===== config.mk =====
export PLATFORM = sky130hd
export DESIGN_NAME = decode_unit_top
export DESIGN_NICKNAME = d
export VERILOG_FILES = /design/src/design/decode_pkg.sv /design/src/design/decode_collector.sv /design/src/design/decode_lane.sv /design/src/design/decode_unit_top.sv /design/src/design/fetch_queue.sv
export SDC_FILE = /design/constraint.sdc
export NUM_CORES = 1
export LEC_CHECK = 0
export BUFFER_PORTS_ARGS = -buffer_cell sky130_fd_sc_hd__buf_2
export CORE_UTILIZATION = 35
export DETAILED_ROUTE_END_ITERATION = 8
export PLACE_DENSITY_LB_ADDON = 0.15
export REMOVE_ABC_BUFFERS = 1
export SLEW_MARGIN = 20
export SYNTH_ARGS = -nofsm -noshare
export SYNTH_HDL_FRONTEND = slang
export SYNTH_SLANG_ARGS = --single-unit

===== constraint.sdc =====
create_clock -name clk_i -period 13.21 [get_ports clk_i]
set_input_delay 1.9815 -clock clk_i [delete_from_list [all_inputs] [get_ports clk_i]]
set_output_delay 1.9815 -clock clk_i [all_outputs]
set_load 0.1 [all_outputs]

===== src/design/decode_pkg.sv =====
package decode_pkg;

  localparam int XLEN = 64;

  //////////////////////////////////////////////////
  // Instruction word
  //////////////////////////////////////////////////

  // Register-format view of the word
  typedef struct packed {
    logic [6:0] funct7;
    logic [4:0] rs2;
    logic [4:0] rs1;
    logic [2:0] funct3;
    logic [4:0] rd;
    logic [6:0] opcode;
  } instr_r_t;

  // Upper-immediate view of the same word
  typedef struct packed {
    logic [19:0] imm;
    logic [4:0]  rd;
    logic [6:0]  opcode;
  } instr_u_t;

  typedef union packed {
    instr_r_t r;
    instr_u_t u;
  } instr_word_u;

  typedef enum logic [6:0] {
    OPCODE_LOAD      = 7'b0000011,
    OPCODE_MISC_MEM  = 7'b0001111,
    OPCODE_OP_IMM    = 7'b0010011,
    OPCODE_AUIPC     = 7'b0010111,
    OPCODE_OP_IMM_32 = 7'b0011011,
    OPCODE_STORE     = 7'b0100011,
    OPCODE_OP        = 7'b0110011,
    OPCODE_LUI       = 7'b0110111,
    OPCODE_OP_32     = 7'b0111011,
    OPCODE_BRANCH    = 7'b1100011,
    OPCODE_JALR      = 7'b1100111,
    OPCODE_JAL       = 7'b1101111,
    OPCODE_SYSTEM    = 7'b1110011
  } opcode_e;

  //////////////////////////////////////////////////
  // Decoded fields
  //////////////////////////////////////////////////

  typedef enum logic [2:0] {OP_ALU, OP_BRANCH, OP_JUMP, OP_MEM, OP_MUL, OP_DIV} op_type_e;

  typedef enum logic [2:0] {
    ALU_ADD, ALU_SUB, ALU_SCC, ALU_XOR, ALU_OR, ALU_AND, ALU_SHIFT
  } alu_op_e;

  typedef enum logic [1:0] {SHIFT_OP_SLL, SHIFT_OP_SRL, SHIFT_OP_SRA} shift_op_e;

  // Same values as the branch funct3
  typedef enum logic [2:0] {
    CC_EQ  = 3'b000,
    CC_NE  = 3'b001,
    CC_LT  = 3'b100,
    CC_GE  = 3'b101,
    CC_LTU = 3'b110,
    CC_GEU = 3'b111
  } condition_e;

  typedef enum logic {MEM_LOAD, MEM_STORE} mem_op_e;

  typedef enum logic [3:0] {
    EXC_CAUSE_ILLEGAL_INSN = 4'd2,
    EXC_CAUSE_BREAKPOINT   = 4'd3,
    EXC_CAUSE_ECALL_M      = 4'd11
  } exc_cause_e;

  typedef struct packed {
    logic [XLEN-1:0] pc;
    instr_word_u     instr;
  } fetched_instr_t;

  typedef struct packed {
    logic [XLEN-1:0] pc;
    op_type_e        op_type;
    alu_op_e         alu_op;
    shift_op_e       shift_op;
    condition_e      condition;
    logic [1:0]      mul_div_op;
    mem_op_e         mem_op;
    logic [1:0]      size;
    logic            zero_ext;
    logic            word_op;
    logic [4:0]      rd;
    logic [4:0]      rs1;
    logic [4:0]      rs2;
    logic            use_imm;
    logic            adder_use_pc;
    logic            adder_use_imm;
    logic [XLEN-1:0] immediate;
    logic            ex_valid;
    exc_cause_e      exc_cause;
    logic [31:0]     tval;
  } decoded_instr_t;

  // Starting point of every decode, all fields cleared
  localparam decoded_instr_t DECODED_DEFAULT = '0;

endpackage


===== src/design/decode_collector.sv =====
`timescale 1ns/1ps

module decode_collector import decode_pkg::*; #(
  parameter int NUM_LANES   = 4,
  parameter int OUT_CREDITS = 2
) (
  input  logic                 clk_i,
  input  logic                 arst_n_i,
  input  logic [NUM_LANES-1:0] res_valid_i,
  input  decoded_instr_t       res_i [NUM_LANES],
  output logic [NUM_LANES-1:0] take_o,
  input  logic                 credit_i,
  output logic                 out_valid_o,
  output decoded_instr_t       out_instr_o
);

  localparam int LANE_W = (NUM_LANES > 1) ? $clog2(NUM_LANES) : 1;
  localparam int CRED_W = $clog2(OUT_CREDITS + 1);
  localparam logic [LANE_W-1:0] LAST_LANE = LANE_W'(NUM_LANES - 1);

  logic [LANE_W-1:0] rd_ptr_q;
  logic [CRED_W-1:0] credit_q;
  logic              out_valid_q;
  decoded_instr_t    out_q;
  logic              take;

  // Same lane order as dispatch keeps program order
  assign take = res_valid_i[rd_ptr_q] && (credit_q != '0);

  always_comb begin
    take_o = '0;
    if (take) take_o[rd_ptr_q] = 1'b1;
  end

  always_ff @(posedge clk_i) begin
    if (take) out_q <= res_i[rd_ptr_q];
  end

  always_ff @(posedge clk_i or negedge arst_n_i) begin
    if (!arst_n_i) begin
      rd_ptr_q    <= '0;
      credit_q    <= CRED_W'(OUT_CREDITS);
      out_valid_q <= 1'b0;
    end else begin
      out_valid_q <= take;
      if (take) rd_ptr_q <= (rd_ptr_q == LAST_LANE) ? '0 : rd_ptr_q + 1'b1;
      if (credit_i && !take) credit_q <= credit_q + 1'b1;
      else if (!credit_i && take) credit_q <= credit_q - 1'b1;
    end
  end

  assign out_valid_o = out_valid_q;
  assign out_instr_o = out_q;

  a_credit_bound: assert property (@(posedge clk_i) disable iff (!arst_n_i)
    credit_q <= CRED_W'(OUT_CREDITS))
    else $error("decode_collector: more credits returned than issued");

endmodule


===== src/design/decode_lane.sv =====
`timescale 1ns/1ps

module decode_lane import decode_pkg::*; (
  input  logic           clk_i,
  input  logic           arst_n_i,
  input  logic           valid_i,
  input  fetched_instr_t instr_i,
  output logic           busy_o,
  output logic           res_valid_o,
  output decoded_instr_t res_o,
  input  logic           take_i
);

  instr_word_u    w;
  decoded_instr_t dec;
  decoded_instr_t res_q;
  logic           res_valid_q;
  logic           rd_en, rs1_en, rs2_en;
  logic           illegal, ecall, ebreak;
  logic [XLEN-1:0] i_imm, s_imm, b_imm, u_imm, j_imm;

  assign w = instr_i.instr;

  //////////////////////////////////////////////////
  // Immediates
  //////////////////////////////////////////////////

  assign i_imm = {{52{w.r.funct7[6]}}, w.r.funct7, w.r.rs2};
  assign s_imm = {{52{w.r.funct7[6]}}, w.r.funct7, w.r.rd};
  assign b_imm = {{52{w.r.funct7[6]}}, w.r.rd[0], w.r.funct7[5:0], w.r.rd[4:1], 1'b0};
  assign u_imm = {{32{w.u.imm[19]}}, w.u.imm, 12'b0};
  assign j_imm = {{44{w.r.funct7[6]}}, w.r.rs1, w.r.funct3, w.r.rs2[0],
                  w.r.funct7[5:0], w.r.rs2[4:1], 1'b0};

  //////////////////////////////////////////////////
  // Field decode
  //////////////////////////////////////////////////

  always_comb begin
    dec     = DECODED_DEFAULT;
    rd_en   = 1'b0;
    rs1_en  = 1'b0;
    rs2_en  = 1'b0;
    illegal = 1'b0;
    ecall   = 1'b0;
    ebreak  = 1'b0;
    dec.pc  = instr_i.pc;

    case (w.r.opcode)
      OPCODE_JAL: begin
        dec.op_type = OP_JUMP;
        rd_en = 1'b1;
      end
      OPCODE_JALR: begin
        dec.op_type = OP_JUMP;
        rd_en = 1'b1;
        rs1_en = 1'b1;
        if (w.r.funct3 != 3'b000) illegal = 1'b1;
      end
      OPCODE_BRANCH: begin
        dec.op_type = OP_BRANCH;
        rs1_en = 1'b1;
        rs2_en = 1'b1;
        dec.condition = condition_e'(w.r.funct3);
        if (w.r.funct3[2:1] == 2'b01) illegal = 1'b1;
      end
      OPCODE_LOAD: begin
        dec.op_type = OP_MEM;
        dec.mem_op = MEM_LOAD;
        dec.size = w.r.funct3[1:0];
        dec.zero_ext = w.r.funct3[2];
        rd_en = 1'b1;
        rs1_en = 1'b1;
        if (w.r.funct3 == 3'b111) illegal = 1'b1;
      end
      OPCODE_STORE: begin
        dec.op_type = OP_MEM;
        dec.mem_op = MEM_STORE;
        dec.size = w.r.funct3[1:0];
        rs1_en = 1'b1;
        rs2_en = 1'b1;
        if (w.r.funct3[2]) illegal = 1'b1;
      end
      OPCODE_LUI, OPCODE_AUIPC: rd_en = 1'b1;
      OPCODE_OP_IMM, OPCODE_OP_IMM_32: begin
        dec.word_op = w.r.opcode[3];
        rd_en = 1'b1;
        rs1_en = 1'b1;
        case (w.r.funct3)
          3'b000: dec.alu_op = ALU_ADD;
          3'b010: {dec.alu_op, dec.condition} = {ALU_SCC, CC_LT};
          3'b011: {dec.alu_op, dec.condition} = {ALU_SCC, CC_LTU};
          3'b100: dec.alu_op = ALU_XOR;
          3'b110: dec.alu_op = ALU_OR;
          3'b111: dec.alu_op = ALU_AND;
          3'b001: begin
            dec.alu_op = ALU_SHIFT;
            dec.shift_op = SHIFT_OP_SLL;
          end
          default: begin
            dec.alu_op = ALU_SHIFT;
            dec.shift_op = w.r.funct7[5] ? SHIFT_OP_SRA : SHIFT_OP_SRL;
          end
        endcase
        // Word forms have no 32-bit logic ops, shamt is limited to 5 bits
        if (dec.word_op && !(w.r.funct3 inside {3'b000, 3'b001, 3'b101})) illegal = 1'b1;
        if (w.r.funct3 == 3'b001 && (w.r.funct7[6:1] != 6'b0 || (dec.word_op && w.r.funct7[0])))
          illegal = 1'b1;
        if (w.r.funct3 == 3'b101 && ({w.r.funct7[6], w.r.funct7[4:1]} != 5'b0 ||
            (dec.word_op && w.r.funct7[0])))
          illegal = 1'b1;
      end
      OPCODE_OP, OPCODE_OP_32: begin
        dec.word_op = w.r.opcode[3];
        rd_en = 1'b1;
        rs1_en = 1'b1;
        rs2_en = 1'b1;
        casez ({w.r.funct7, w.r.funct3})
          {7'b0000001, 3'b0??}: begin
            dec.op_type = OP_MUL;
            dec.mul_div_op = w.r.funct3[1:0];
            if (dec.word_op && w.r.funct3 != 3'b000) illegal = 1'b1;
          end
          {7'b0000001, 3'b1??}: begin
            dec.op_type = OP_DIV;
            dec.mul_div_op = w.r.funct3[1:0];
          end
          {7'b0000000, 3'b000}: dec.alu_op = ALU_ADD;
          {7'b0100000, 3'b000}: dec.alu_op = ALU_SUB;
          {7'b0000000, 3'b001}: dec.alu_op = ALU_SHIFT;
          {7'b0000000, 3'b101}: {dec.alu_op, dec.shift_op} = {ALU_SHIFT, SHIFT_OP_SRL};
          {7'b0100000, 3'b101}: {dec.alu_op, dec.shift_op} = {ALU_SHIFT, SHIFT_OP_SRA};
          {7'b0000000, 3'b010}: {dec.alu_op, dec.condition} = {ALU_SCC, CC_LT};
          {7'b0000000, 3'b011}: {dec.alu_op, dec.condition} = {ALU_SCC, CC_LTU};
          {7'b0000000, 3'b100}: dec.alu_op = ALU_XOR;
          {7'b0000000, 3'b110}: dec.alu_op = ALU_OR;
          {7'b0000000, 3'b111}: dec.alu_op = ALU_AND;
          default: illegal = 1'b1;
        endcase
        if (dec.word_op && dec.op_type == OP_ALU && !(w.r.funct3 inside {3'b000, 3'b001, 3'b101}))
          illegal = 1'b1;
      end
      // FENCE only, decoded as a no-op ALU add
      OPCODE_MISC_MEM: if (w.r.funct3 != 3'b000) illegal = 1'b1;
      OPCODE_SYSTEM: begin
        if (w.r.funct3 != 3'b000) illegal = 1'b1;
        else if ({w.r.funct7, w.r.rs2} == 12'h000) ecall = 1'b1;
        else if ({w.r.funct7, w.r.rs2} == 12'h001) ebreak = 1'b1;
        else illegal = 1'b1;
      end
      default: illegal = 1'b1;
    endcase

    dec.rd  = rd_en  ? w.r.rd  : 5'd0;
    dec.rs1 = rs1_en ? w.r.rs1 : 5'd0;
    dec.rs2 = rs2_en ? w.r.rs2 : 5'd0;

    // Adder and ALU operand select
    case (w.r.opcode)
      OPCODE_LOAD, OPCODE_STORE, OPCODE_LUI, OPCODE_JALR: dec.adder_use_imm = 1'b1;
      OPCODE_OP_IMM, OPCODE_OP_IMM_32: {dec.adder_use_imm, dec.use_imm} = 2'b11;
      OPCODE_AUIPC, OPCODE_JAL, OPCODE_BRANCH: {dec.adder_use_pc, dec.adder_use_imm} = 2'b11;
      default: ;
    endcase

    case (w.r.opcode)
      OPCODE_LOAD, OPCODE_OP_IMM, OPCODE_OP_IMM_32, OPCODE_JALR: dec.immediate = i_imm;
      OPCODE_LUI, OPCODE_AUIPC: dec.immediate = u_imm;
      OPCODE_STORE:  dec.immediate = s_imm;
      OPCODE_BRANCH: dec.immediate = b_imm;
      OPCODE_JAL:    dec.immediate = j_imm;
      default: ;
    endcase

    // Illegal wins over ECALL, ECALL over EBREAK
    dec.ex_valid = illegal | ecall | ebreak;
    if (illegal) begin
      dec.exc_cause = EXC_CAUSE_ILLEGAL_INSN;
      dec.tval = w;
    end else if (ecall) dec.exc_cause = EXC_CAUSE_ECALL_M;
    else if (ebreak) dec.exc_cause = EXC_CAUSE_BREAKPOINT;
  end

  //////////////////////////////////////////////////
  // Result register
  //////////////////////////////////////////////////

  always_ff @(posedge clk_i) begin
    if (valid_i) res_q <= dec;
  end

  always_ff @(posedge clk_i or negedge arst_n_i) begin
    if (!arst_n_i) res_valid_q <= 1'b0;
    else if (valid_i) res_valid_q <= 1'b1;
    else if (take_i) res_valid_q <= 1'b0;
  end

  // A take frees the slot for a new dispatch in the same cycle
  assign busy_o      = res_valid_q & ~take_i;
  assign res_valid_o = res_valid_q;
  assign res_o       = res_q;

  a_no_overwrite: assert property (@(posedge clk_i) disable iff (!arst_n_i)
    (valid_i && res_valid_q) |-> take_i)
    else $error("decode_lane: dispatch onto an untaken result");

endmodule


===== src/design/decode_unit_top.sv =====
`timescale 1ns/1ps

module decode_unit_top import decode_pkg::*; #(
  parameter int NUM_LANES   = 4,
  parameter int FIFO_DEPTH  = 4,
  parameter int OUT_CREDITS = 2
) (
  input  logic           clk_i,
  input  logic           arst_n_i,
  input  logic           in_valid_i,
  input  fetched_instr_t in_instr_i,
  output logic           credit_o,
  output logic           out_valid_o,
  output decoded_instr_t out_instr_o,
  input  logic           credit_i
);

  logic [NUM_LANES-1:0] lane_valid;
  logic [NUM_LANES-1:0] lane_busy;
  fetched_instr_t       lane_instr [NUM_LANES];
  logic [NUM_LANES-1:0] res_valid;
  decoded_instr_t       res [NUM_LANES];
  logic [NUM_LANES-1:0] take;

  fetch_queue #(
    .NUM_LANES  (NUM_LANES),
    .FIFO_DEPTH (FIFO_DEPTH)
  ) u_fetch_queue (
    .clk_i        (clk_i),
    .arst_n_i     (arst_n_i),
    .in_valid_i   (in_valid_i),
    .in_instr_i   (in_instr_i),
    .credit_o     (credit_o),
    .lane_busy_i  (lane_busy),
    .lane_valid_o (lane_valid),
    .lane_instr_o (lane_instr)
  );

  //////////////////////////////////////////////////
  // Decode lanes
  //////////////////////////////////////////////////

  for (genvar g = 0; g < NUM_LANES; g++) begin : g_lane
    decode_lane u_lane (
      .clk_i       (clk_i),
      .arst_n_i    (arst_n_i),
      .valid_i     (lane_valid[g]),
      .instr_i     (lane_instr[g]),
      .busy_o      (lane_busy[g]),
      .res_valid_o (res_valid[g]),
      .res_o       (res[g]),
      .take_i      (take[g])
    );
  end

  decode_collector #(
    .NUM_LANES   (NUM_LANES),
    .OUT_CREDITS (OUT_CREDITS)
  ) u_collector (
    .clk_i       (clk_i),
    .arst_n_i    (arst_n_i),
    .res_valid_i (res_valid),
    .res_i       (res),
    .take_o      (take),
    .credit_i    (credit_i),
    .out_valid_o (out_valid_o),
    .out_instr_o (out_instr_o)
  );

endmodule


===== src/design/fetch_queue.sv =====
`timescale 1ns/1ps

module fetch_queue import decode_pkg::*; #(
  parameter int NUM_LANES  = 4,
  parameter int FIFO_DEPTH = 4
) (
  input  logic                 clk_i,
  input  logic                 arst_n_i,
  input  logic                 in_valid_i,
  input  fetched_instr_t       in_instr_i,
  output logic                 credit_o,
  input  logic [NUM_LANES-1:0] lane_busy_i,
  output logic [NUM_LANES-1:0] lane_valid_o,
  output fetched_instr_t       lane_instr_o [NUM_LANES]
);

  localparam int PTR_W  = (FIFO_DEPTH > 1) ? $clog2(FIFO_DEPTH) : 1;
  localparam int CNT_W  = $clog2(FIFO_DEPTH + 1);
  localparam int LANE_W = (NUM_LANES > 1) ? $clog2(NUM_LANES) : 1;
  localparam logic [PTR_W-1:0]  LAST_ENTRY = PTR_W'(FIFO_DEPTH - 1);
  localparam logic [LANE_W-1:0] LAST_LANE  = LANE_W'(NUM_LANES - 1);

  fetched_instr_t    mem_q [FIFO_DEPTH];
  logic [PTR_W-1:0]  wr_ptr_q, rd_ptr_q;
  logic [CNT_W-1:0]  count_q;
  logic [LANE_W-1:0] lane_ptr_q;
  logic              credit_q;
  logic              pop;

  // Head goes out only when the lane in turn can accept it
  assign pop = (count_q != '0) && !lane_busy_i[lane_ptr_q];

  always_comb begin
    lane_valid_o = '0;
    if (pop) lane_valid_o[lane_ptr_q] = 1'b1;
  end

  for (genvar k = 0; k < NUM_LANES; k++) begin : g_lane_data
    assign lane_instr_o[k] = mem_q[rd_ptr_q];
  end

  assign credit_o = credit_q;

  always_ff @(posedge clk_i) begin
    if (in_valid_i) mem_q[wr_ptr_q] <= in_instr_i;
  end

  always_ff @(posedge clk_i or negedge arst_n_i) begin
    if (!arst_n_i) begin
      wr_ptr_q   <= '0;
      rd_ptr_q   <= '0;
      count_q    <= '0;
      lane_ptr_q <= '0;
      credit_q   <= 1'b0;
    end else begin
      credit_q <= pop;
      if (in_valid_i) wr_ptr_q <= (wr_ptr_q == LAST_ENTRY) ? '0 : wr_ptr_q + 1'b1;
      if (pop) begin
        rd_ptr_q   <= (rd_ptr_q == LAST_ENTRY) ? '0 : rd_ptr_q + 1'b1;
        lane_ptr_q <= (lane_ptr_q == LAST_LANE) ? '0 : lane_ptr_q + 1'b1;
      end
      if (in_valid_i && !pop) count_q <= count_q + 1'b1;
      else if (!in_valid_i && pop) count_q <= count_q - 1'b1;
    end
  end

  // Upstream must hold a credit for every push
  a_no_push_when_full: assert property (@(posedge clk_i) disable iff (!arst_n_i)
    in_valid_i |-> (count_q < CNT_W'(FIFO_DEPTH)))
    else $error("fetch_queue: push while full");

endmodule


==> results.txt <==
The run finished with clean final reports. The number of levels in the clock H-tree was 4; the data arrival time of the critical path was 6.48 ns. The port buffer count was 301; the initial core utilization was 0.354. The pin slew with the least headroom to its limit was 1.08 ns. The post-cts hold buffer count is 0. The most used flip-flop cell after synthesis was edfxtp_1.

The initial antenna violation count is 39. Summed over all layers, the global routing overflow is 0. Number of enable flip-flop cells after synthesis: 1224.

The critical path contains buffers and inverters numbering 2 combined. Across the run, the number of max-cap violations was 0. The number of CTS-inserted buffers was 136; the area of all placed cells without fillers was 0.0537 sq mm. The via count is 20600. The kind of cell adding the most delay to the critical path is compound AO/OA/AOI/OAI gates. The final critical-path required period is 6.12 ns, and the synthesized area divided by synthesized cell count is 23.1 sq um. STA classifies the critical path startpoint as a register. The async set-or-reset flop fraction in the synthesized netlist is 0.0153. For the global-route track usage on met3, the log shows 0.0396. In this run the worst path has a maximum fanout of 64. Traced cell by cell, the critical path runs through mux4_2, o21a_4, buf_4, a21boi_0, a31oi_1, o211a_1, and2_4, buf_4. For the initial detailed-routing violation count, the log shows 1543.

The library cell used most frequently in the layout, excluding fill and tap cells, is edfxtp_1. For this design, the sink count on the clock tree is 1243. On the critical path, the stage with the largest delay is an instance of dfrtp_4. In the layout the commonest cells are edfxtp_1 (1224), buf_2 (301), mux4_2 (254), clkbuf_16 (140), nor2_1 (75). The accumulated negative setup slack was 0 ns. For the core region area, the log shows 0.130 sq mm. The logs give 0.0493 sq mm for the standard cell area after detailed placement and 0 for the total DRC errors in the routed layout. Counting tap cells, the placed design contains a total of 3941 instances. Data on the critical path is required at its endpoint by 13.57 ns.

Routed via count divided by cell count: 4.91. Sort of element at the end of the critical path: a register. For the residual antenna-violating net count after detailed routing, the log shows 0. For the warning count from the yosys run, the log shows 0. For the final database, setup skew stands at 0.0260 ns. The final count of hold timing violations came out at 0.

Counting distinct cell types in the post-synthesis netlist gives 64. The via count of the first global-routing pass was 21700; the final clock period utilization by the worst path was 0.463. The final count of pins violating max slew came out at 0. Setup violations remaining at the end of the flow were counted as 0. The min-delay analysis places its worst path in the category reg -> reg. The global router's overall resource usage is 0.156. At the end of the flow, the number of nets in the layout was 2454. TritonCTS built the clock tree.

The standard-cell row count was 132. By instance count, the cell type seen most on the critical path is buf_4. Hold timing on the final database bottoms out at a slack of 0.469 ns. After detailed routing, the total wire length is 103000 um. The met1 usage in global routing is 0.202. Clock tree synthesis selected as its root buffer the cell clkbuf_16. The number of synthesized register bits is 1243. For this run, the top clock speed supported by timing is 163 MHz. Once the clock tree was built, the setup fixing pass inserted 0 buffers. The remaining max-slew budget at the tightest pin is 0.283.

Setup repair after global routing left no endpoint under its margin. After detailed routing, the average wire length per cell comes to 24.5 um. The share of the yosys chip area belonging to registers came out at 0.810.

The tools report the met2 demand-to-capacity share in global routing as 0.259. For the area of the die, the log shows 0.133 sq mm. For this design the top-level I/O count stands at 303. Half-perimeter wire length after placement: 61900 um. The run gives 0.794 as the last weighted congestion value of the routability-driven placer. Global routing's busiest layer: met2. The area overhead of the layout relative to synthesis is 16.9%, and the netlist area before placement is 0.0460 sq mm. The die is 364 um wide. The largest single stage delay on the critical path is 0.97 ns.

The first detailed-routing pass took 7 iterations. Number of gates resized after cts: 0. In this run the deepest clock path goes through 3 buffers.

At the later pin of the worst-skew pair, clock insertion delay measures 0.75 ns. The worst setup path is of the reg -> reg kind. The first-pass GRT wire length was 149000 um; the die height was 364 um.

The filler-free cell count of the finished design came out at 4201. The register clock-pin slew on the reported worst setup and hold paths was 0.06 ns. The pin count of the biggest net entering global routing was 112; the ratio of cells with drive above 1 in the final layout was 0.335. Synthesis handed over a netlist of 1990 instances.
-- final cells by class --
cell class	instances	area, sq um
Antenna cell	8	20.0
Clock inverter	86	807
Clock buffer	165	3600
Fill cell	11400	76200
Multi-Input combinational cell	602	8050
Sequential cell	1243	37200
Inverter	26	97.6
Timing Repair Buffer	329	1750
Tap cell	1742	2180
-- through the flow --
stage	worst slack, ns	util
after detailed placement	6.82	0.379
after global placement	6.90	0.379
after floorplan	-9.05	-
final	7.09	0.413
after global routing	6.59	0.413
after CTS	6.78	0.413
-- cells by family (layout without fill, tap and decap cells) --
logic type | after synthesis | after routing | synth area share
multiplexers | 303 | 303 | 0.136
buffers and inverters | 145 | 606 | 0.0155
other | 1 | 9 | 0.0000816
AND/OR/NAND/NOR | 169 | 169 | 0.0176
XOR/XNOR | 8 | 8 | 0.00152
flip-flops | 1243 | 1243 | 0.810
adder cells (fa/ha/maj) | 17 | 17 | 0.00474
AO/OA/AOI/OAI | 104 | 104 | 0.0148
-- per-layer routing --
metal	up-vias	routed length, um
li1	8963	-
met1	10900	43200
met2	609	50900
met3	181	6730
met4	30	2060
met5	-	194
-- cells in the mapped netlist, types with 2 or more instances --
master,n,area (sq um)
a21oi_1,10,50.1
o21bai_1,2,15.0
nand4_1,3,18.8
nor2_1,75,282
dfrtp_1,18,450
nand2_1,33,124
o21a_1,2,15.0
a21o_1,5,37.5
nor3_1,8,40.0
a211oi_1,2,15.0
o211a_1,2,20.0
a31oi_1,3,18.8
or4_1,3,22.5
o32ai_1,2,17.5
ha_1,15,188
o21ai_1,2,10.0
o32a_1,2,20.0
nand3_1,8,40.0
clkbuf_1,41,154
buf_1,36,135
xnor2_1,3,26.3
or3_1,3,18.8
nor2b_1,8,50.1
edfxtp_1,1224,36800
o31ai_1,2,15.0
o211ai_1,2,15.0
buf_4,34,255
and2_1,9,56.3
xor2_1,5,43.8
mux2_2,24,270
nand2b_1,5,31.3
a21boi_0,5,37.5
or2_2,2,12.5
buf_6,5,56.3
mux2i_1,25,250
inv_1,26,97.6
buf_2,3,15.0
nand4b_1,2,17.5
and3_1,2,12.5
a22o_1,5,43.8
o21ai_0,48,240
mux4_2,254,5720
-- sequential cells by signal, indices dropped and copies added, names as in the netlist --
| register | flops |
|---|---|
| u_collector.credit_q | 2 |
| u_fetch_queue.mem_q | 384 |
| u_collector.out_valid_o | 1 |
| u_fetch_queue.credit_o | 1 |
| g_lane.u_lane.res_o | 672 |
| u_fetch_queue.wr_ptr_q | 2 |
| g_lane.u_lane.res_valid_o | 4 |
| u_fetch_queue.lane_ptr_q | 2 |
| u_fetch_queue.count_q | 3 |
| u_collector.rd_ptr_q | 2 |
| u_collector.out_instr_o | 168 |
| u_fetch_queue.rd_ptr_q | 2 |
-- path summary, 6_finish.rpt --
path                       depth (start not counted)  slack, ns                           to                startpoint
min                                                1       0.47     u_fetch_queue.count_q[2]  u_fetch_queue.count_q[2]
max                                                8       7.09  g_lane[0].u_lane.res_o[194]   u_collector.rd_ptr_q[1]
min in group asynchronous                          1       1.19      u_collector.out_valid_o                  arst_n_i
min reg2reg                                        1       0.47     u_fetch_queue.count_q[2]  u_fetch_queue.count_q[2]
max in group asynchronous                          1      11.62      u_collector.rd_ptr_q[1]                  arst_n_i
max reg2reg                                        8       7.09  g_lane[0].u_lane.res_o[194]   u_collector.rd_ptr_q[1]
Power is left out: the tool's default activity adds up to more than one toggle a clock period on the data nets, which glitch-free logic cannot reach.
